===== src/hdl/isaPkg.sv =====
package isaPkg;

    typedef logic [15:0] wordT;
    typedef logic [1:0]  regIdxT;
    typedef logic [7:0]  immFieldT;

    typedef enum logic [3:0] {
        BNE   = 4'd0,
        BEQ   = 4'd1,
        BGZ   = 4'd2,
        BLZ   = 4'd3,
        ADI   = 4'd4,
        ORI   = 4'd5,
        LHI   = 4'd6,
        LWD   = 4'd7,
        SWD   = 4'd8,
        JMP   = 4'd9,
        JAL   = 4'd10,
        RTYPE = 4'd15
    } opcodeT;

    // low three bits of the ALU functions match aluOpT
    typedef enum logic [5:0] {
        ADD = 6'd0,
        SUB = 6'd1,
        AND = 6'd2,
        ORR = 6'd3,
        NOT = 6'd4,
        TCP = 6'd5,
        SHL = 6'd6,
        SHR = 6'd7,
        JPR = 6'd25,
        JRL = 6'd26,
        WWD = 6'd28,
        HLT = 6'd29
    } funcT;

    typedef enum logic [2:0] {
        ALU_ADD, ALU_SUB, ALU_AND, ALU_OR, ALU_NOT, ALU_TCP, ALU_SHL, ALU_SHR
    } aluOpT;

    localparam regIdxT LINK_REG = 2'd2;
    localparam int NUM_REGS = 4;

    localparam int OPCODE_MSB = 15;
    localparam int OPCODE_LSB = 12;
    localparam int RS_MSB = 11;
    localparam int RS_LSB = 10;
    localparam int RT_MSB = 9;
    localparam int RT_LSB = 8;
    localparam int RD_MSB = 7;
    localparam int RD_LSB = 6;
    localparam int FUNC_MSB = 5;
    localparam int IMM_MSB = 7;
    localparam int JUMP_MSB = 11;

    // R-type with an unused func, decoded as a bubble
    localparam wordT BUBBLE_INSTR = 16'hf03f;

endpackage


===== src/hdl/pipePkg.sv =====
package pipePkg;

    typedef struct packed {
        isaPkg::wordT pcPlus1;
        isaPkg::wordT instr;
    } ifIdT;

    typedef struct packed {
        logic           valid;
        logic           regWrite;
        logic           memRead;
        logic           memWrite;
        logic           wwd;
        logic           halt;
        logic           isLink;     // result is pcPlus1
        logic           isLhi;      // result is imm in upper byte
        isaPkg::aluOpT  aluOp;
        logic           aluSrcImm;
        isaPkg::wordT   opA;
        isaPkg::wordT   opB;
        isaPkg::wordT   imm;
        isaPkg::wordT   pcPlus1;
        isaPkg::regIdxT rs;
        isaPkg::regIdxT rt;
        isaPkg::regIdxT dest;
    } idExT;

    typedef struct packed {
        logic           valid;
        logic           regWrite;
        logic           memRead;
        logic           memWrite;
        logic           wwd;
        logic           halt;
        isaPkg::wordT   result;
        isaPkg::wordT   storeData;
        isaPkg::wordT   wwdValue;
        isaPkg::regIdxT dest;
    } exMemT;

    typedef struct packed {
        logic           valid;
        logic           regWrite;
        logic           load;
        logic           wwd;
        logic           halt;
        isaPkg::wordT   loadData;
        isaPkg::wordT   result;
        isaPkg::wordT   wwdValue;
        isaPkg::regIdxT dest;
    } memWbT;

    typedef struct packed {
        logic           regWrite;
        isaPkg::regIdxT dest;
        isaPkg::wordT   data;
    } wbT;

    typedef enum logic [1:0] {
        NONE,
        FROM_MEM,
        FROM_WB
    } fwdSelT;

endpackage


===== src/hdl/fetchStage.sv =====
`timescale 1ns/100ps

module fetchStage (
    input  logic           clk,
    input  logic           rst,
    input  logic           stall,
    input  logic           redirect,
    input  isaPkg::wordT   redirectTarget,
    input  logic           halt,
    output logic           instrRead,
    output isaPkg::wordT   instrAddr,
    input  isaPkg::wordT   instrData,
    output pipePkg::ifIdT  ifId
);

    isaPkg::wordT pc;
    isaPkg::wordT pcPlus1;
    isaPkg::wordT nextPc;

    assign pcPlus1 = pc + 16'd1;
    assign nextPc = redirect ? redirectTarget : pcPlus1;

    assign instrRead = ~halt;
    assign instrAddr = pc;

    always_ff @(posedge clk) begin
        if (rst) begin
            pc <= '0;
        end else if (redirect || (!stall && !halt)) begin
            pc <= nextPc;
        end
    end

    // squashed slot turns into a bubble
    always_ff @(posedge clk) begin
        if (rst || redirect || halt) begin
            ifId.pcPlus1 <= '0;
            ifId.instr <= isaPkg::BUBBLE_INSTR;
        end else if (!stall) begin
            ifId.pcPlus1 <= pcPlus1;
            ifId.instr <= instrData;
        end
    end

endmodule


===== src/hdl/regFile.sv =====
`timescale 1ns/100ps

module regFile (
    input  logic           clk,
    input  logic           rst,
    input  isaPkg::regIdxT rs,
    input  isaPkg::regIdxT rt,
    output isaPkg::wordT   rdataA,
    output isaPkg::wordT   rdataB,
    input  pipePkg::wbT    wb
);

    isaPkg::wordT regs [isaPkg::NUM_REGS];

    always_ff @(posedge clk) begin
        if (rst) begin
            for (int i = 0; i < isaPkg::NUM_REGS; i++) begin
                regs[i] <= '0;
            end
        end else if (wb.regWrite) begin
            regs[wb.dest] <= wb.data;
        end
    end

    // writeback in the same cycle wins
    assign rdataA = (wb.regWrite && wb.dest == rs) ? wb.data : regs[rs];
    assign rdataB = (wb.regWrite && wb.dest == rt) ? wb.data : regs[rt];

endmodule


===== src/hdl/decodeStage.sv =====
`timescale 1ns/100ps

module decodeStage (
    input  logic           clk,
    input  logic           rst,
    input  pipePkg::ifIdT  ifId,
    output isaPkg::regIdxT rs,
    output isaPkg::regIdxT rt,
    input  isaPkg::wordT   rdataA,
    input  isaPkg::wordT   rdataB,
    input  pipePkg::exMemT exFwd,
    output pipePkg::idExT  idEx,
    output logic           stall,
    output logic           redirect,
    output isaPkg::wordT   redirectTarget,
    output logic           halt
);

    isaPkg::wordT     instr;
    isaPkg::opcodeT   opcode;
    isaPkg::funcT     func;
    isaPkg::immFieldT imm8;
    isaPkg::wordT     immExt;
    isaPkg::wordT     opA;
    isaPkg::wordT     opB;
    pipePkg::idExT    ctrl;
    logic zeroExt, usesRs, usesRt;
    logic isBranch, jumpAbs, jumpReg, taken;
    logic rsBusy, rtBusy, loadUse, branchHaz;
    logic haltSeen;

    assign instr = ifId.instr;
    assign opcode = isaPkg::opcodeT'(instr[isaPkg::OPCODE_MSB:isaPkg::OPCODE_LSB]);
    assign func = isaPkg::funcT'(instr[isaPkg::FUNC_MSB:0]);
    assign rs = instr[isaPkg::RS_MSB:isaPkg::RS_LSB];
    assign rt = instr[isaPkg::RT_MSB:isaPkg::RT_LSB];
    assign imm8 = instr[isaPkg::IMM_MSB:0];
    assign immExt = zeroExt ? {8'h00, imm8} : {{8{imm8[7]}}, imm8};

    // ALU results still in EX/MEM come straight across
    assign opA = (exFwd.valid && exFwd.regWrite && exFwd.dest == rs) ? exFwd.result : rdataA;
    assign opB = (exFwd.valid && exFwd.regWrite && exFwd.dest == rt) ? exFwd.result : rdataB;

    always_comb begin
        ctrl = '0;
        ctrl.valid = 1'b1;
        ctrl.aluOp = isaPkg::ALU_ADD;
        ctrl.dest = rt;
        {zeroExt, usesRs, usesRt, isBranch, jumpAbs, jumpReg} = '0;
        case (opcode)
            isaPkg::BNE, isaPkg::BEQ: {isBranch, usesRs, usesRt} = 3'b111;
            isaPkg::BGZ, isaPkg::BLZ: {isBranch, usesRs} = 2'b11;
            isaPkg::ADI: {ctrl.regWrite, ctrl.aluSrcImm, usesRs} = 3'b111;
            isaPkg::ORI: begin
                {ctrl.regWrite, ctrl.aluSrcImm, usesRs, zeroExt} = 4'b1111;
                ctrl.aluOp = isaPkg::ALU_OR;
            end
            isaPkg::LHI: {ctrl.regWrite, ctrl.isLhi} = 2'b11;
            isaPkg::LWD: {ctrl.regWrite, ctrl.memRead, ctrl.aluSrcImm, usesRs} = 4'b1111;
            isaPkg::SWD: {ctrl.memWrite, ctrl.aluSrcImm, usesRs, usesRt} = 4'b1111;
            isaPkg::JMP: jumpAbs = 1'b1;
            isaPkg::JAL: begin
                {jumpAbs, ctrl.regWrite, ctrl.isLink} = 3'b111;
                ctrl.dest = isaPkg::LINK_REG;
            end
            isaPkg::RTYPE: begin
                ctrl.dest = instr[isaPkg::RD_MSB:isaPkg::RD_LSB];
                ctrl.aluOp = isaPkg::aluOpT'(func[2:0]);
                case (func)
                    isaPkg::ADD, isaPkg::SUB, isaPkg::AND, isaPkg::ORR:
                        {ctrl.regWrite, usesRs, usesRt} = 3'b111;
                    isaPkg::NOT, isaPkg::TCP, isaPkg::SHL, isaPkg::SHR:
                        {ctrl.regWrite, usesRs} = 2'b11;
                    isaPkg::JPR: {jumpReg, usesRs} = 2'b11;
                    isaPkg::JRL: begin
                        {jumpReg, usesRs, ctrl.regWrite, ctrl.isLink} = 4'b1111;
                        ctrl.dest = isaPkg::LINK_REG;
                    end
                    isaPkg::WWD: {ctrl.wwd, usesRs} = 2'b11;
                    isaPkg::HLT: ctrl.halt = 1'b1;
                    default: ctrl.valid = 1'b0;   // also the flush bubble
                endcase
            end
            default: ctrl.valid = 1'b0;
        endcase
        ctrl.opA = opA;
        ctrl.opB = opB;
        ctrl.imm = immExt;
        ctrl.pcPlus1 = ifId.pcPlus1;
        ctrl.rs = rs;
        ctrl.rt = rt;
    end

    // register not yet readable for a compare in decode
    assign rsBusy = (idEx.valid && idEx.regWrite && idEx.dest == rs) ||
                    (exFwd.valid && exFwd.memRead && exFwd.dest == rs);
    assign rtBusy = (idEx.valid && idEx.regWrite && idEx.dest == rt) ||
                    (exFwd.valid && exFwd.memRead && exFwd.dest == rt);

    assign loadUse = idEx.valid && idEx.memRead &&
                     ((usesRs && idEx.dest == rs) || (usesRt && idEx.dest == rt));
    assign branchHaz = (isBranch || jumpReg) && ((usesRs && rsBusy) || (usesRt && rtBusy));
    assign stall = ctrl.valid && (loadUse || branchHaz);

    always_comb begin
        case (opcode)
            isaPkg::BNE: taken = opA != opB;
            isaPkg::BEQ: taken = opA == opB;
            isaPkg::BGZ: taken = $signed(opA) > 0;
            isaPkg::BLZ: taken = $signed(opA) < 0;
            default:     taken = 1'b0;
        endcase
    end

    assign redirect = ctrl.valid && !stall && ((isBranch && taken) || jumpAbs || jumpReg);

    always_comb begin
        if (jumpReg) begin
            redirectTarget = opA;
        end else if (jumpAbs) begin
            redirectTarget = {ifId.pcPlus1[15:isaPkg::JUMP_MSB+1], instr[isaPkg::JUMP_MSB:0]};
        end else begin
            redirectTarget = ifId.pcPlus1 + immExt;
        end
    end

    // fetch stays frozen once HLT has been seen
    assign halt = haltSeen || (ctrl.valid && ctrl.halt);

    always_ff @(posedge clk) begin
        if (rst) begin
            haltSeen <= 1'b0;
        end else if (ctrl.valid && ctrl.halt) begin
            haltSeen <= 1'b1;
        end
    end

    always_ff @(posedge clk) begin
        if (rst || stall) begin
            idEx <= '0;   // bubble
        end else begin
            idEx <= ctrl;
        end
    end

endmodule


===== src/hdl/executeStage.sv =====
`timescale 1ns/100ps

module executeStage (
    input  logic           clk,
    input  logic           rst,
    input  pipePkg::idExT  idEx,
    input  pipePkg::wbT    wb,
    output pipePkg::exMemT exMem
);

    pipePkg::fwdSelT selA;
    pipePkg::fwdSelT selB;
    isaPkg::wordT    srcA;
    isaPkg::wordT    srcB;
    isaPkg::wordT    aluB;
    isaPkg::wordT    aluOut;
    isaPkg::wordT    result;

    // nearest producer first
    function automatic pipePkg::fwdSelT pickSource(isaPkg::regIdxT src, pipePkg::exMemT mem,
                                                   pipePkg::wbT w);
        if (mem.valid && mem.regWrite && mem.dest == src) begin
            return pipePkg::FROM_MEM;
        end else if (w.regWrite && w.dest == src) begin
            return pipePkg::FROM_WB;
        end
        return pipePkg::NONE;
    endfunction

    assign selA = pickSource(idEx.rs, exMem, wb);
    assign selB = pickSource(idEx.rt, exMem, wb);

    always_comb begin
        case (selA)
            pipePkg::FROM_MEM: srcA = exMem.result;
            pipePkg::FROM_WB:  srcA = wb.data;
            default:           srcA = idEx.opA;
        endcase
        case (selB)
            pipePkg::FROM_MEM: srcB = exMem.result;
            pipePkg::FROM_WB:  srcB = wb.data;
            default:           srcB = idEx.opB;
        endcase
    end

    assign aluB = idEx.aluSrcImm ? idEx.imm : srcB;

    always_comb begin
        case (idEx.aluOp)
            isaPkg::ALU_ADD: aluOut = srcA + aluB;
            isaPkg::ALU_SUB: aluOut = srcA - aluB;
            isaPkg::ALU_AND: aluOut = srcA & aluB;
            isaPkg::ALU_OR:  aluOut = srcA | aluB;
            isaPkg::ALU_NOT: aluOut = ~srcA;
            isaPkg::ALU_TCP: aluOut = ~srcA + 16'd1;
            isaPkg::ALU_SHL: aluOut = {srcA[14:0], 1'b0};
            default:         aluOut = {srcA[15], srcA[15:1]};   // arithmetic
        endcase
    end

    always_comb begin
        if (idEx.isLink) begin
            result = idEx.pcPlus1;
        end else if (idEx.isLhi) begin
            result = {idEx.imm[7:0], 8'h00};
        end else begin
            result = aluOut;
        end
    end

    always_ff @(posedge clk) begin
        if (rst) begin
            exMem <= '0;
        end else begin
            exMem.valid <= idEx.valid;
            exMem.regWrite <= idEx.regWrite;
            exMem.memRead <= idEx.memRead;
            exMem.memWrite <= idEx.memWrite;
            exMem.wwd <= idEx.wwd;
            exMem.halt <= idEx.halt;
            exMem.result <= result;
            exMem.storeData <= srcB;
            exMem.wwdValue <= srcA;
            exMem.dest <= idEx.dest;
        end
    end

endmodule


===== src/hdl/memWriteback.sv =====
`timescale 1ns/100ps

module memWriteback (
    input  logic           clk,
    input  logic           rst,
    input  pipePkg::exMemT exMem,
    output logic           dataRead,
    output logic           dataWrite,
    output isaPkg::wordT   dataAddr,
    output isaPkg::wordT   dataWdata,
    input  isaPkg::wordT   dataRdata,
    output pipePkg::wbT    wb,
    output isaPkg::wordT   outputPort,
    output logic           outputValid,
    output logic           isHalted,
    output isaPkg::wordT   numInst
);

    pipePkg::memWbT memWb;
    isaPkg::wordT   instCount;
    logic           haltLatch;
    logic           haltNow;

    assign dataRead = exMem.valid & exMem.memRead;
    assign dataWrite = exMem.valid & exMem.memWrite;
    assign dataAddr = exMem.result;
    assign dataWdata = exMem.storeData;

    always_ff @(posedge clk) begin
        if (rst) begin
            memWb <= '0;
        end else begin
            memWb.valid <= exMem.valid;
            memWb.regWrite <= exMem.regWrite;
            memWb.load <= exMem.memRead;
            memWb.wwd <= exMem.wwd;
            memWb.halt <= exMem.halt;
            memWb.loadData <= dataRdata;   // combinational read
            memWb.result <= exMem.result;
            memWb.wwdValue <= exMem.wwdValue;
            memWb.dest <= exMem.dest;
        end
    end

    assign wb.regWrite = memWb.valid & memWb.regWrite;
    assign wb.dest = memWb.dest;
    assign wb.data = memWb.load ? memWb.loadData : memWb.result;

    assign outputPort = memWb.wwdValue;
    assign outputValid = memWb.valid & memWb.wwd;

    assign haltNow = memWb.valid & memWb.halt;
    assign isHalted = haltLatch | haltNow;

    always_ff @(posedge clk) begin
        if (rst) begin
            haltLatch <= 1'b0;
            instCount <= '0;
        end else begin
            if (haltNow) begin
                haltLatch <= 1'b1;
            end
            if (memWb.valid) begin
                instCount <= instCount + 16'd1;
            end
        end
    end

    // includes the instruction now in writeback
    assign numInst = instCount + isaPkg::wordT'(memWb.valid);

endmodule


===== src/hdl/pipelineCpu.sv =====
`timescale 1ns/100ps

module pipelineCpu (
    input  logic         clk,
    input  logic         rst,
    output logic         instrRead,
    output isaPkg::wordT instrAddr,
    input  isaPkg::wordT instrData,
    output logic         dataRead,
    output logic         dataWrite,
    output isaPkg::wordT dataAddr,
    output isaPkg::wordT dataWdata,
    input  isaPkg::wordT dataRdata,
    output isaPkg::wordT outputPort,
    output logic         outputValid,
    output logic         isHalted,
    output isaPkg::wordT numInst
);

    pipePkg::ifIdT  ifId;
    pipePkg::idExT  idEx;
    pipePkg::exMemT exMem;
    pipePkg::wbT    wb;
    isaPkg::regIdxT rs;
    isaPkg::regIdxT rt;
    isaPkg::wordT   rdataA;
    isaPkg::wordT   rdataB;
    isaPkg::wordT   redirectTarget;
    logic           stall;
    logic           redirect;
    logic           halt;

    fetchStage u_fetchStage (
        .clk, .rst, .stall, .redirect, .redirectTarget, .halt,
        .instrRead, .instrAddr, .instrData, .ifId
    );

    regFile u_regFile (
        .clk, .rst, .rs, .rt, .rdataA, .rdataB, .wb
    );

    decodeStage u_decodeStage (
        .clk, .rst, .ifId, .rs, .rt, .rdataA, .rdataB,
        .exFwd(exMem), .idEx, .stall, .redirect, .redirectTarget, .halt
    );

    executeStage u_executeStage (
        .clk, .rst, .idEx, .wb, .exMem
    );

    memWriteback u_memWriteback (
        .clk, .rst, .exMem, .dataRead, .dataWrite, .dataAddr, .dataWdata, .dataRdata,
        .wb, .outputPort, .outputValid, .isHalted, .numInst
    );

endmodule


===== config.mk =====
export PLATFORM = sky130hd
export DESIGN_NAME = pipelineCpu
export DESIGN_NICKNAME = d
export VERILOG_FILES = /design/src/hdl/isaPkg.sv /design/src/hdl/pipePkg.sv /design/src/hdl/fetchStage.sv /design/src/hdl/regFile.sv /design/src/hdl/decodeStage.sv /design/src/hdl/executeStage.sv /design/src/hdl/memWriteback.sv /design/src/hdl/pipelineCpu.sv
export SDC_FILE = /design/constraint.sdc
export NUM_CORES = 1
export LEC_CHECK = 0
export ABC_AREA = 0
export BUFFER_PORTS_ARGS = -buffer_cell sky130_fd_sc_hd__buf_4
export CORE_ASPECT_RATIO = 1.5
export CORE_MARGIN = 3
export CORE_UTILIZATION = 30
export CTS_CLUSTER_SIZE = 40
export DETAILED_ROUTE_END_ITERATION = 6
export PLACE_DENSITY = 0.44
export SYNTH_ARGS = -nofsm -noshare
export SYNTH_HDL_FRONTEND = slang
export SYNTH_SLANG_ARGS = --single-unit

===== constraint.sdc =====
create_clock -name clk -period 4.37 [get_ports clk]
set_input_delay 0.2185 -clock clk [delete_from_list [all_inputs] [get_ports clk]]
set_output_delay 0.2185 -clock clk [all_outputs]
set_load 0.01 [all_outputs]

# Word-level counts from Yosys, hierarchy flattened
# Memories as Yosys holds them, arrays and structs flattened. A register that Yosys moved wholly into a read port is not among the register bits.
# Cells that the tools add are included.
# word_totals
regBits	259
ram_bits	64
in_bits	34
out_inout_bits	85
elab_cells	230
n_memories	1
# classes
add_sub_neg	7
order_cmp	2
n_eq_ne	44
mux	63
bitwise	11
n_reduce_logical	60
# memory_table
memory	words	width	read_ports	rd_ports_with_merged_regs	write_ports	line	rtl
u_regFile.regs	4	16	2	2	4	regFile.sv:13	isaPkg::wordT regs [isaPkg::NUM_REGS];
# op_table
cell	n
$mux W16	13
$pmux W16 S7	1
$pmux W16 S2	2
$add A16 B1 Y16 const B	3
$add A16 B16 Y16	2
$logic_and A1 B1 Y1	28
$mux W1	27
$eq A6 B3 Y1 const B	4
$eq A6 B5 Y1 const B	4
$mux W2	12
$reduce_or A11 Y1	2
$eq A2 B2 Y1	10
$add A16 B1 Y16	1
$and A16 B16 Y16	1
$eq A16 B16 Y1	1
$eq A4 B3 Y1 const B	4
$eq A4 B4 Y1 const B	4
$gt A16 B1 Y1 const B	1
$lt A16 B1 Y1 const B	1
$ne A16 B16 Y1	1
$not A16 Y16	1
$or A16 B16 Y16	1
$reduce_or A16 Y1	1
$sub A16 B16 Y16	1
28 further kinds	61

# Depth between registers and ports, before layout
# Gate-level depths: netlist of run 1.
# depth
ltp_word	15
depth_mapped	23
mapped_depth_nobuf	20

# By module
# From an unflattened synthesis of run 1, not the netlist that was laid out.
# hier_totals
hier_cells	2078
area_unflattened_um2	19164.6
# by_module_without_submodules
module	n_inst	cells_per_inst	area_per_inst_um2
executeStage	1	680	5146.2
decodeStage	1	618	4894.7
regFile	1	221	3842.4
memWriteback	1	309	3094.2
fetchStage	1	250	2187.1

# Worst setup path before layout of run 1
# No wires, ideal clock.
# synth_timing
path_type	register to register
startpoint	reg u_memWriteback.memWb, in the netlist u_memWriteback.wb[16]
endpoint	reg u_executeStage.exMem[46] (netlist name)
setup_ps	122
arrival_ps	4094
required_ps	4248
slack_ps	154
stages_incl_launch_ff	20
path_buffers	0
synth_period_minus_slack_ps	4216
path_cell_list	dfxtp_1 -> xor2_1 -> nor3_2 -> mux2i_1 -> o21ai_0 -> o21ai_0 -> ha_1 -> nor2_1 -> xor2_1 -> ha_1 -> nor2b_1 -> o21ai_0 -> nand2b_1 -> a31oi_1 -> o21ai_0 -> a31o_2 -> a21oi_1 -> o21bai_1 -> xor2_1 -> a311o_1
# synth_via
elab_chain_len	12
# synth_lines
element	line	rtl
from (decl)	memWriteback.sv:19	pipePkg::memWbT memWb;
$eq A2 B2 Y1	executeStage.sv:24	end else if (w.regWrite && w.dest == src) begin
$logic_and A1 B1 Y1	executeStage.sv:24	
$mux W1	executeStage.sv:24	
$mux W1	executeStage.sv:22	if (mem.valid && mem.regWrite && mem.dest == src) begin
$mux W2	executeStage.sv:27	return pipePkg::NONE;
$eq A2 B2 Y1, or another cell as far along	executeStage.sv:39	case (selB)
$pmux W16 S2, on equally long branches	executeStage.sv:39, executeStage.sv:34	
$mux W16 / $not A16 Y16 (equally long branches)	executeStage.sv:46, executeStage.sv:54, executeStage.sv:55	
$sub A16 B16 Y16, or another cell as far along	executeStage.sv:51	isaPkg::ALU_SUB: aluOut = srcA - aluB;
$pmux W16 S7 *	executeStage.sv:49	case (idEx.aluOp)
$mux W16 *	executeStage.sv:64	end else if (idEx.isLhi) begin
$mux W16 *	executeStage.sv:62	if (idEx.isLink) begin
# Mark *: on every way between the ends. The rest lies on a longest branch, timed or not.
# A chain may end at the register's enable or synchronous reset.

# Final worst setup path of run 1
# layout_timing
startpoint	reg u_memWriteback.memWb[52] (netlist bit)
endpoint	reg u_executeStage.exMem[49] (netlist name)
# layout_via
elab_chain_len	7
# layout_lines
element	line	rtl
$mux W16 *	memWriteback.sv:47	assign wb.data = memWb.load ? memWb.loadData : memWb.result;
$pmux W16 S2, on equally long branches	executeStage.sv:39, executeStage.sv:34	
$mux W16 / $not A16 Y16 (equally long branches)	executeStage.sv:46, executeStage.sv:54, executeStage.sv:55	
$sub A16 B16 Y16, or another cell as far along	executeStage.sv:51	
$pmux W16 S7 *	executeStage.sv:49	
$mux W16 *	executeStage.sv:64	
$mux W16 *	executeStage.sv:62	
# Marked as above.

==> results of run 1 <==
what timing repair did:
item / in CTS / in global routing
setup buffers: 1 / 3
endpoints found under the hold margin: 36 / 0
setup endpoints to repair: 2 / 18
hold buffers: 32 / 0
resized for setup: 5 / 25
pin swaps: 1 / 5
worst max-delay path, cell delays in order, from the launching register on:
cell      delay (ps)
dfxtp_4          450
mux2_2           420
nor4_1           230
o31ai_1          140
mux2i_1          200
nand3_1          150
and4bb_2         340
a31oi_1          110
xor2_1           180
ha_1             370
and3_1           190
a21oi_2          120
o211ai_1         120
a31o_2           270
a21o_1           190
a21oi_2          150
xnor3_1          160
nor2_1            50
a221o_1          240
registers in the layout, summed over array words and instances (netlist names), named ones only:
name                       flops
u_memWriteback.haltLatch       1
u_regFile.regs                64
u_decodeStage.haltSeen         1
u_memWriteback.outputPort     16
u_memWriteback.wb              2
u_memWriteback.memWb          37
u_fetchStage.ifId             32
u_memWriteback.instCount      16
u_decodeStage.idEx            75
u_executeStage.exMem          56
u_fetchStage.instrAddr        16
layout make-up:
type | instances | area (um^2)
Fill cell | 6137 | 38200
Multi-Input combinational cell | 1456 | 10200
Sequential cell | 320 | 7050
Timing Repair Buffer | 325 | 2590
Tap cell | 784 | 981
Clock buffer | 44 | 972
Clock inverter | 18 | 176
Inverter | 34 | 128
cells in the final DEF, fill, tap and decap left out, types with 10 or more instances in the layout:
cell,Yosys,routed
xor2_1,61,61
or3_1,15,15
a211o_1,12,12
o21ai_0,93,83
a211oi_1,39,39
ha_1,40,39
mux2_2,19,18
nor3_1,28,28
nor2_1,217,217
a31o_2,10,10
buf_4,64,285
dlygate4sd3_1,0,32
and3_1,21,20
inv_1,32,32
nor4_1,56,53
o31ai_1,42,41
o21a_1,11,11
and2_1,59,58
xnor2_1,63,63
maj3_1,10,10
a21oi_1,74,72
clkbuf_16,0,37
edfxtp_1,64,64
nand2b_1,14,14
mux4_2,32,32
nor2b_1,110,109
nand2_1,115,115
dfxtp_1,256,255
o21ai_1,8,17
mux2i_1,47,47
a21o_1,11,11
a31oi_1,52,51
nand4_1,49,49
nand3_1,30,30
final timing paths:
path	from	end	slack, ps
max reg2reg	u_memWriteback.memWb[52]	u_executeStage.exMem[49]	190
min reg2reg	u_executeStage.exMem[16]	u_memWriteback.outputPort[14]	430
min	rst	u_executeStage.exMem[52]	60
max	u_memWriteback.memWb[52]	u_executeStage.exMem[49]	190
through the flow:
stage / power, W / hold WS (ps) / instances / cell area [um^2]
floorplan: 0.00462 / 336 / 2005 / 18300
global placement: 0.00555 / 417 / 2883 / 20500
detailed placement: 0.00554 / 423 / 2883 / 20500
CTS: 0.00865 / 33.0 / 2978 / 22000
global route: 0.00895 / 64.0 / 2981 / 22100
finish: 0.00858 / 57.1 / 2981 / 22100
report_power, final:
group | total (W) | switching (W) | internal (W)
clock | 0.00304 | 0.00127 | 0.00176
sequential | 0.00344 | 0.000243 | 0.00319
combinational | 0.00211 | 0.00122 | 0.000889
kinds of logic after synthesis:
kind of cell    count (synthesis)  synth area share
compound gates                423             0.154
xor+xnor                      140            0.0756
fa+ha+maj                      52            0.0349
buf+inv                       229            0.0661
flops                         320             0.384
mux                            98            0.0766
simple gates                  743             0.209
metal layers:
layer / global-route usage / vias to the layer above / share of wire
met4: 0.140 / 0 / 0.074
met2: 0.392 / 432 / 0.51
met1: 0.231 / 7602 / 0.38
met3: 0.0228 / 191 / 0.032
li1: - / 7493 / -
met5: 0 / - / 0
==> impl_summary.log, run 1 <==
[metrics] result of the run: finished clean
[metrics] ratio of cells with drive above 1 in the final layout: 0.212
[metrics] total setup violations reported at the end of the flow: 0
[metrics] maximum clock frequency: 0.239 GHz
[metrics] DP Wirelength: 55200 um
[metrics] number of antenna cells inserted: 0
[metrics] Detailed Routing Iterations Pass 1: 5
[metrics] flops & latches, synth: 320
[metrics] Clock Skew: 17.3 ps
[metrics] leading cell type by number of instances after synthesis: dfxtp_1
[metrics] initial cell density of the core: 0.304
[metrics] via count of the routed design: 15700
[metrics] transition time at the pin with the least slew margin: 978 ps
[metrics] area added between synthesis and finish: 20.3%
[metrics] synth cell count leaders: dfxtp_1, nor2_1, nand2_1, nor2b_1, o21ai_0
[metrics] std cell rows: 110
[metrics] vias in the first global route: 16100
[metrics] pin count of the biggest net entering global routing: 61
[metrics] setup ws final: 188 ps
[metrics] proportion of synthesized flip-flops having asynchronous set or reset: 0
[metrics] biggest area consumer among synthesized cells: dfxtp_1
[metrics] total global-route track usage: 0.213
[metrics] commonest register cell after synthesis: dfxtp_1
[metrics] startpoint type of the worst setup path: flop
[metrics] ratio of final minimum period to clock period: 0.957
[metrics] total wire length after detailed routing: 70600 um
[metrics] Synth Warn #: 0
[metrics] max_cap viols: 0
[metrics] Total Die Area: 0.0642 mm^2
[metrics] minimum clock period: 4180 ps
[metrics] Crit. End Element: flop
[metrics] via density per instance: 5.27
[metrics] TritonCTS sink count: 320
[metrics] wire length of the first global-routing pass: 104000 um
[metrics] register clock-pin slew on the reported worst setup and hold paths: 60 ps
[metrics] Synth Area per Inst: 9.15 um^2
[metrics] number of buffers between clock root and the deepest sink: 3
[metrics] post-route DRC violation count: 0
[metrics] total standard cell area after synthesis: 0.0183 mm^2
[metrics] minimum setup slack after placement: -101 ps
[metrics] Root Buffer: clkbuf_16
[metrics] Reg2Reg Depth: 18
[metrics] worst-skew pair later-pin latency: 540 ps
[metrics] 1st-iter DRT viols: 1060
[metrics] Core Footprint: 0.0603 mm^2
[metrics] remaining global-route overflow: 0
[metrics] die width: 208 um
[metrics] Worst Hold Path Cells: 2
[metrics] Yosys top cell area share: 0.279
[metrics] gp weighted congestion: 0.954
[metrics] overall die height: 309 um
[metrics] antenna-violating nets left: 0
[metrics] Gate Count Post-Synth: 2005
[metrics] Leak Pwr: 8.60 nW
[metrics] # nets final: 2249
[metrics] unrepaired setup endpoints after global routing: yes
[metrics] worst slew margin relative to its limit: 0.348
[metrics] Final Hold Vio Count: 0
[metrics] nets in the synthesized netlist: 2081
[metrics] number of buffers created by CTS: 36
[metrics] number of pins exceeding their max-slew limit in the final report: 0
[metrics] number of antenna violations at the first check in global routing: 0
[metrics] ranking of synthesized cells by area: dfxtp_1, edfxtp_1, nor2_1, mux4_2, nor2b_1
[metrics] power density relative to cell area: 389 mW/mm^2
[metrics] data required time of the worst path: 4800 ps
[metrics] portion of the post-synthesis area used by sequential elements: 0.384
[metrics] total number of H-tree levels: 2
[metrics] type of the most critical hold path: primary input to flop
[metrics] clock tree from TritonCTS: yes
[metrics] Post-Route Utilization: 0.366
[metrics] Avg WL per Cell: 23.7 um
[metrics] count of flip-flops with a built-in enable after synthesis: 64
[metrics] port bufs: 118
[metrics] IO Pins: 119
[metrics] type of the worst setup path: flop to flop
[metrics] maximum net fanout on the critical path: 7
[metrics] Peak VDD IR: 226 uV
[metrics] signal arrival time at the worst endpoint: 4610 ps
[metrics] post-route setup TNS: 0 ps
[metrics] Distinct cells, synth: 88
Power figures use the tool's default switching activity.
==> inputs of run 2 (changes only) <==
--- a/config.mk
+++ b/config.mk
@@ -12,7 +12,7 @@
 export CORE_UTILIZATION = 30
 export CTS_CLUSTER_SIZE = 40
 export DETAILED_ROUTE_END_ITERATION = 6
-export PLACE_DENSITY = 0.44
+export PLACE_DENSITY_LB_ADDON = 0.2
 export SYNTH_ARGS = -nofsm -noshare
 export SYNTH_HDL_FRONTEND = slang
 export SYNTH_SLANG_ARGS = --single-unit
==> impl_summary.log, run 2 (synthesized netlist as in run 1, its figures left out) <==
[metrics] port bufs: 118 (unchanged)
[metrics] worst slew margin relative to its limit: 0.309 (was 0.348)
[metrics] worst hold slack after final layout: 374 ps (was 57.1 ps)
[metrics] pin count of the biggest net entering global routing: 66 (was 61)
[metrics] wire length of the first global-routing pass: 101000 um (was 104000 um)
[metrics] number of buffers created by CTS: 31 (was 36)
[metrics] transition time at the pin with the least slew margin: 1040 ps (was 978 ps)
[metrics] total number of H-tree levels: 1 (was 2)
[metrics] clock tree from TritonCTS: yes (unchanged)
[metrics] remaining global-route overflow: 0 (unchanged)
[metrics] total wire length after detailed routing: 67900 um (was 70600 um)
[metrics] number of antenna violations at the first check in global routing: 0 (unchanged)
[metrics] Root Buffer: clkbuf_16 (unchanged)
[metrics] Clock Skew: 20.5 ps (was 17.3 ps)
[metrics] Peak VDD IR: 281 uV (was 226 uV)
[metrics] startpoint type of the worst setup path: flop (unchanged)
[metrics] register with the most flip-flops: u_decodeStage.idEx (unchanged)
[metrics] type of the most critical hold path: primary input to flop (unchanged)
[metrics] worst-skew pair later-pin latency: 600 ps (was 540 ps)
[metrics] endpoint with the worst hold slack: u_fetchStage.ifId[12] (was u_executeStage.exMem[52])
[metrics] # nets final: 2252 (was 2249)
[metrics] type of the worst setup path: flop to flop (unchanged)
[metrics] via count of the routed design: 15600 (was 15700)
[metrics] ratio of cells with drive above 1 in the final layout: 0.218 (was 0.212)
[metrics] maximum net fanout on the critical path: 10 (was 7)
[metrics] number of buffers between clock root and the deepest sink: 3 (unchanged)
[metrics] antenna-violating nets left: 0 (unchanged)
[metrics] Largest register FFs: 75 (unchanged)
[metrics] number of pins exceeding their max-slew limit in the final report: 0 (unchanged)
[metrics] ratio of final minimum period to clock period: 0.952 (was 0.957)
[metrics] number of cells in the finished layout apart from fillers: 2984 (was 2981)
[metrics] signal arrival time at the worst endpoint: 4630 ps (was 4610 ps)
[metrics] post-route DRC violation count: 0 (unchanged)
[metrics] total global-route track usage: 0.204 (was 0.213)
[metrics] crit-path cells: buf_12 -> mux2_2 -> nor4_2 -> o31ai_2 -> mux2i_1 -> nand3_1 -> inv_1 -> nand4b_1 -> nand2b_4 -> nand2_1 -> xnor2_1 -> ha_1 -> and3_1 -> a21oi_1 -> o211ai_1 -> a31o_2 -> a21o_1 -> a21oi_2 -> xnor3_1 -> nor2_1 -> a221o_1 (was mux2_2 -> nor4_1 -> o31ai_1 -> mux2i_1 -> nand3_1 -> and4bb_2 -> a31oi_1 -> xor2_1 -> ha_1 -> and3_1 -> a21oi_2 -> o211ai_1 -> a31o_2 -> a21o_1 -> a21oi_2 -> xnor3_1 -> nor2_1 -> a221o_1)
[metrics] minimum setup slack after placement: -74.6 ps (was -101 ps)
[metrics] launch point of the worst reg-to-reg path: u_memWriteback.memWb[52] (unchanged)
[metrics] startpoint of the most critical hold path: instrData[12] (was rst)
[metrics] number of antenna cells inserted: 0 (unchanged)
[metrics] Crit. End Element: flop (unchanged)
[metrics] via density per instance: 5.23 (was 5.27)
[metrics] TritonCTS sink count: 320 (unchanged)
[metrics] reg-to-reg critical path endpoint: u_executeStage.exMem[49] (unchanged)
[metrics] gp weighted congestion: 0.953 (was 0.954)
[metrics] power density relative to cell area: 378 mW/mm^2 (was 389 mW/mm^2)
[metrics] max_cap viols: 0 (unchanged)
[metrics] Reg2Reg Depth: 21 (was 18)
[metrics] data required time of the worst path: 4840 ps (was 4800 ps)
[metrics] CP peak stage delay: 400 ps (was 450 ps)
[metrics] Post-Place Cells: 2890 (was 2883)
[metrics] Final Hold Vio Count: 0 (unchanged)
[metrics] largest registers: u_decodeStage.idEx: 75 flops, u_regFile.regs: 64 flops, u_executeStage.exMem: 56 flops (unchanged)
[metrics] Core Footprint: 0.0603 mm^2 (unchanged)
[metrics] total setup violations reported at the end of the flow: 0 (unchanged)
[metrics] die width: 208 um (unchanged)
[metrics] minimum clock period: 4160 ps (was 4180 ps)
[metrics] register clock-pin slew on the reported worst setup and hold paths: 70 ps (was 60 ps)
[metrics] Post-Route Utilization: 0.367 (was 0.366)
[metrics] top library cells by usage in the layout, fill and taps aside: buf_4, dfxtp_1, nor2_1 (unchanged)
[metrics] number of buffer and inverter instances along the worst setup path: 2 (was 0)
[metrics] Detailed Routing Iterations Pass 1: 5 (unchanged)
[metrics] slowest stage cell, crit path: mux2_2 (was dfxtp_4)
[metrics] result of the run: finished clean (unchanged)
[metrics] post-route setup TNS: 0 ps (unchanged)
[metrics] Avg WL per Cell: 22.7 um (was 23.7 um)
[metrics] slack of the worst reg-to-reg path: 210 ps (was 190 ps)
[metrics] IO Pins: 119 (unchanged)
[metrics] DP Wirelength: 53000 um (was 55200 um)
[metrics] std cell rows: 110 (unchanged)
[metrics] 1st-iter DRT viols: 1044 (was 1060)
[metrics] Total Die Area: 0.0642 mm^2 (unchanged)
[metrics] overall die height: 309 um (unchanged)
[metrics] maximum clock frequency: 0.240 GHz (was 0.239 GHz)
[metrics] Worst Hold Path Cells: 3 (was 2)
[metrics] initial cell density of the core: 0.304 (unchanged)
[metrics] most common cell after layout, fill and taps aside: buf_4 (unchanged)
[metrics] setup ws final: 210 ps (was 188 ps)
[metrics] area added between synthesis and finish: 20.6% (was 20.3%)
[metrics] gate family responsible for the most delay along the worst path: compound AO/OA/AOI/OAI gates (unchanged)
[metrics] Leak Pwr: 8.61 nW (was 8.60 nW)
[metrics] vias in the first global route: 15800 (was 16100)
[run 2: cell types whose count changed in the layout (fill, tap and decap cells not counted), moves of 3 or more]
cell	change
o21ai_1	-7
clkinvlp_4	+3
clkbuf_8	+3
buf_4	+7
clkbuf_16	-5
o21ai_0	+4
inv_6	+3
clkinv_2	-7
clkbuf_1	-4
[run 2: repair_timing]
item                                    CTS  global route
hold buffers                             33             0
setup buffers                             1             3
pin swaps                                 1             8
resized for setup                         2            31
hold endpoints to repair                 48             0
endpoints found under the setup margin    4             7
[run 2: layout make-up]
cell class                 instances  area, um^2
clock inverter                    19         214
multi-input combinational       1456       10200
fill                            6159       38200
sequential                       320        7050
clock buffer                      38         873
timing repair buffer             333        2660
tap                              784         981
inverter                          34         128
[run 2: power breakdown]
| part | switching [W] | total, W | internal, W |
|---|---|---|---|
| sequential | 0.000229 | 0.00342 | 0.00319 |
| clock | 0.00125 | 0.00286 | 0.00161 |
| combinational | 0.00117 | 0.00207 | 0.000904 |
| total | 0.00265 | 0.00836 | 0.00571 |
[run 2: metrics by stage]
step	total power (W)	instance area [um^2]
2_1_floorplan	0.00462	18300
3_3_place_gp	0.00550	20500
3_5_place_dp	0.00550	20500
4_1_cts	0.00842	22000
5_1_grt	0.00872	22100
6_report	0.00836	22100
[run 2: worst max-delay path by stage]
stage / startpoint / slack [ps] / end / cells after the start
after floorplan: u_memWriteback.wb[16] / 150 / u_executeStage.exMem[46] / 19
after global placement: u_decodeStage.idEx[2] / -30 / u_executeStage.exMem[44] / 21
after detailed placement: u_decodeStage.idEx[2] / -70 / u_executeStage.exMem[44] / 21
after CTS: u_memWriteback.memWb[52] / 10 / u_executeStage.exMem[46] / 20
after global routing: u_memWriteback.memWb[52] / -50 / u_executeStage.exMem[49] / 21
final: u_memWriteback.memWb[52] / 210 / u_executeStage.exMem[49] / 21
[run 2: routing by layer]
layer	vias to the layer above	share of wire	GRT usage	wire length, um
met2	408	0.51	0.379	34700
met1	7555	0.38	0.227	26100
li1	7508	-	-	-
met3	137	0.036	0.0191	2440
met5	-	0	0	0
met4	0	0.068	0.121	4610
[run 2: worst min-delay path, cell delays in order]
cell and delay, ps:
dlygate4sd3_1 520, buf_4 90, a211o_1 100
==> inputs of run 3 (changes only) <==
--- a/config.mk
+++ b/config.mk
@@ -6,7 +6,7 @@
 export NUM_CORES = 1
 export LEC_CHECK = 0
 export ABC_AREA = 0
-export BUFFER_PORTS_ARGS = -buffer_cell sky130_fd_sc_hd__buf_4
+export BUFFER_PORTS_ARGS = -buffer_cell sky130_fd_sc_hd__buf_2
 export CORE_ASPECT_RATIO = 1.5
 export CORE_MARGIN = 3
 export CORE_UTILIZATION = 30
==> impl_summary.log, run 3 (synthesized netlist as in run 1, its figures left out) <==
[metrics] number of buffers created by CTS: 35 (was 31)
[metrics] area added between synthesis and finish: 19.4% (was 20.6%)
[metrics] total wire length after detailed routing: 69200 um (was 67900 um)
[metrics] Total Die Area: 0.0642 mm^2 (unchanged)
[metrics] Crit. End Element: flop (unchanged)
[metrics] Largest register FFs: 75 (unchanged)
[metrics] worst-skew pair later-pin latency: 540 ps (was 600 ps)
[metrics] worst slew margin relative to its limit: 0.291 (was 0.309)
[metrics] total setup violations reported at the end of the flow: 0 (unchanged)
[metrics] power density relative to cell area: 388 mW/mm^2 (was 378 mW/mm^2)
[metrics] wire length of the first global-routing pass: 103000 um (was 101000 um)
[metrics] clock tree from TritonCTS: yes (unchanged)
[metrics] Leak Pwr: 8.62 nW (was 8.61 nW)
[metrics] remaining global-route overflow: 0 (unchanged)
[metrics] ratio of final minimum period to clock period: 0.973 (was 0.952)
[metrics] largest registers: u_decodeStage.idEx: 75 flops, u_regFile.regs: 64 flops, u_executeStage.exMem: 56 flops (unchanged)
[metrics] final cell area excluding filler cells: 0.0219 mm^2 (was 0.0221 mm^2)
[metrics] minimum clock period: 4250 ps (was 4160 ps)
[metrics] maximum clock frequency: 0.235 GHz (was 0.240 GHz)
[metrics] unrepaired setup endpoints after global routing: yes
[metrics] antenna-violating nets left: 0 (unchanged)
[metrics] signal arrival time at the worst endpoint: 4660 ps (was 4630 ps)
[metrics] number of antenna violations at the first check in global routing: 0 (unchanged)
[metrics] std cell rows: 110 (unchanged)
[metrics] Post-Route Utilization: 0.363 (was 0.367)
[metrics] vias in the first global route: 15900 (was 15800)
[metrics] total number of H-tree levels: 2 (was 1)
[metrics] register clock-pin slew on the reported worst setup and hold paths: 60 ps (was 70 ps)
[metrics] total global-route track usage: 0.210 (was 0.204)
[metrics] DP Area: 0.0203 mm^2 (was 0.0205 mm^2)
[metrics] Peak VDD IR: 206 uV (was 281 uV)
[metrics] pin count of the biggest net entering global routing: 71 (was 66)
[metrics] result of the run: finished clean (unchanged)
[metrics] via density per instance: 5.22 (was 5.23)
[metrics] post-route DRC violation count: 0 (unchanged)
[metrics] via count of the routed design: 15600 (about the same)
[metrics] register with the most flip-flops: u_decodeStage.idEx (unchanged)
[metrics] type of the worst setup path: flop to flop (unchanged)
[metrics] transition time at the pin with the least slew margin: 1060 ps (was 1040 ps)
[metrics] top library cells by usage in the layout, fill and taps aside: dfxtp_1, nor2_1, buf_4 (was buf_4, dfxtp_1, nor2_1)
[metrics] initial cell density of the core: 0.304 (unchanged)
[metrics] overall die height: 309 um (unchanged)
[metrics] fillcell total: 6193 (was 6159)
[metrics] Detailed Routing Iterations Pass 1: 5 (unchanged)
[metrics] Avg WL per Cell: 23.1 um (was 22.7 um)
[metrics] die width: 208 um (unchanged)
[metrics] 1st-iter DRT viols: 976 (was 1044)
[metrics] startpoint type of the worst setup path: flop (unchanged)
[metrics] number of pins exceeding their max-slew limit in the final report: 0 (unchanged)
[metrics] max_cap viols: 0 (unchanged)
[metrics] most common cell after layout, fill and taps aside: dfxtp_1 (was buf_4)
[metrics] Root Buffer: clkbuf_16 (unchanged)
[metrics] total power of the final layout: 0.00850 W (was 0.00836 W)
[metrics] TritonCTS sink count: 320 (unchanged)
[metrics] Final Hold Vio Count: 0 (unchanged)
[metrics] IO Pins: 119 (unchanged)
[metrics] number of buffers between clock root and the deepest sink: 3 (unchanged)
[metrics] Core Footprint: 0.0603 mm^2 (unchanged)
[metrics] type of the most critical hold path: primary input to flop (unchanged)
[metrics] # nets final: 2256 (was 2252)
[metrics] DP Wirelength: 53800 um (was 53000 um)
[metrics] number of antenna cells inserted: 0 (unchanged)
[metrics] data required time of the worst path: 4780 ps (was 4840 ps)
[metrics] Clock Skew: 27.4 ps (was 20.5 ps)
[metrics] ratio of cells with drive above 1 in the final layout: 0.219 (was 0.218)
[metrics] maximum net fanout on the critical path: 11 (was 10)
[metrics] gp weighted congestion: 0.959 (was 0.953)
[metrics] port bufs: 118 (unchanged)
[run 3: area by class of cell]
class                   count  area, um^2  share of cell area
clock buffers              47        1020              0.0464
clock inverters            16         149             0.00680
well taps                 784         981              0.0448
repair buffers            333        2350               0.107
inverters                  34         128             0.00583
flip-flops and latches    320        7050               0.322
multi-input cells        1456       10200               0.467
[run 3: per-stage QoR]
stage	setup TNS, ps	setup slack (ps)	hold WS [ps]	instances
after floorplan	0	154	336	2005
after global placement	-268	-118	418	2894
after detailed placement	-347	-131	423	2894
after CTS	0	0.157	113	2990
after global routing	-94.3	-75.7	157	2990
final	0	120	87.0	2990
[run 3: timing repair]
| action | CTS | global route |
|---|---|---|
| setup buffers | 1 | 0 |
| hold endpoints to repair | 36 | 0 |
| pin swaps | 3 | 10 |
| endpoints found under the setup margin | 4 | 14 |
| gates resized for setup | 13 | 21 |
| hold buffers | 32 | 0 |
[run 3: report_power, final]
group	leakage, nW	switching [W]	internal [W]
Sequential	2.76	0.000231	0.00319
Clock	0.574	0.00127	0.00176
Combinational	5.29	0.00118	0.000865
Total	8.62	0.00268	0.00582
[run 3: routing by layer]
metal / wire (um) / global-route usage
met2: 35200 / 0.384
met5: 0 / 0
met1: 26500 / 0.233
met4: 4980 / 0.131
met3: 2520 / 0.0223
[run 3: path summary, 6_finish.rpt]
check | from | endpoint | slack, ps | depth (start not counted)
hold reg to reg | u_executeStage.exMem[50] | u_memWriteback.memWb[50] | 430 | 1
setup reg to reg | u_memWriteback.wb[16] | u_executeStage.exMem[49] | 120 | 20
hold / removal | rst | u_decodeStage.haltSeen | 90 | 2
setup / recovery | u_memWriteback.wb[16] | u_executeStage.exMem[49] | 120 | 20
[run 3: critical path: stages, from the launching register on]
cell      delay, ps
dfxtp_1         350
buf_4           280
xnor2_1         230
a31oi_1         160
o31ai_1         380
mux2i_1         160
nand3_1         110
inv_1            70
a21oi_1         210
xor2_2          220
ha_1            280
o21a_1          110
o21ai_0         150
a32o_1          230
o211ai_1        140
a31o_2          280
a21o_1          190
a21oi_2         140
xnor3_1         140
nor2_1           50
a221o_1         250
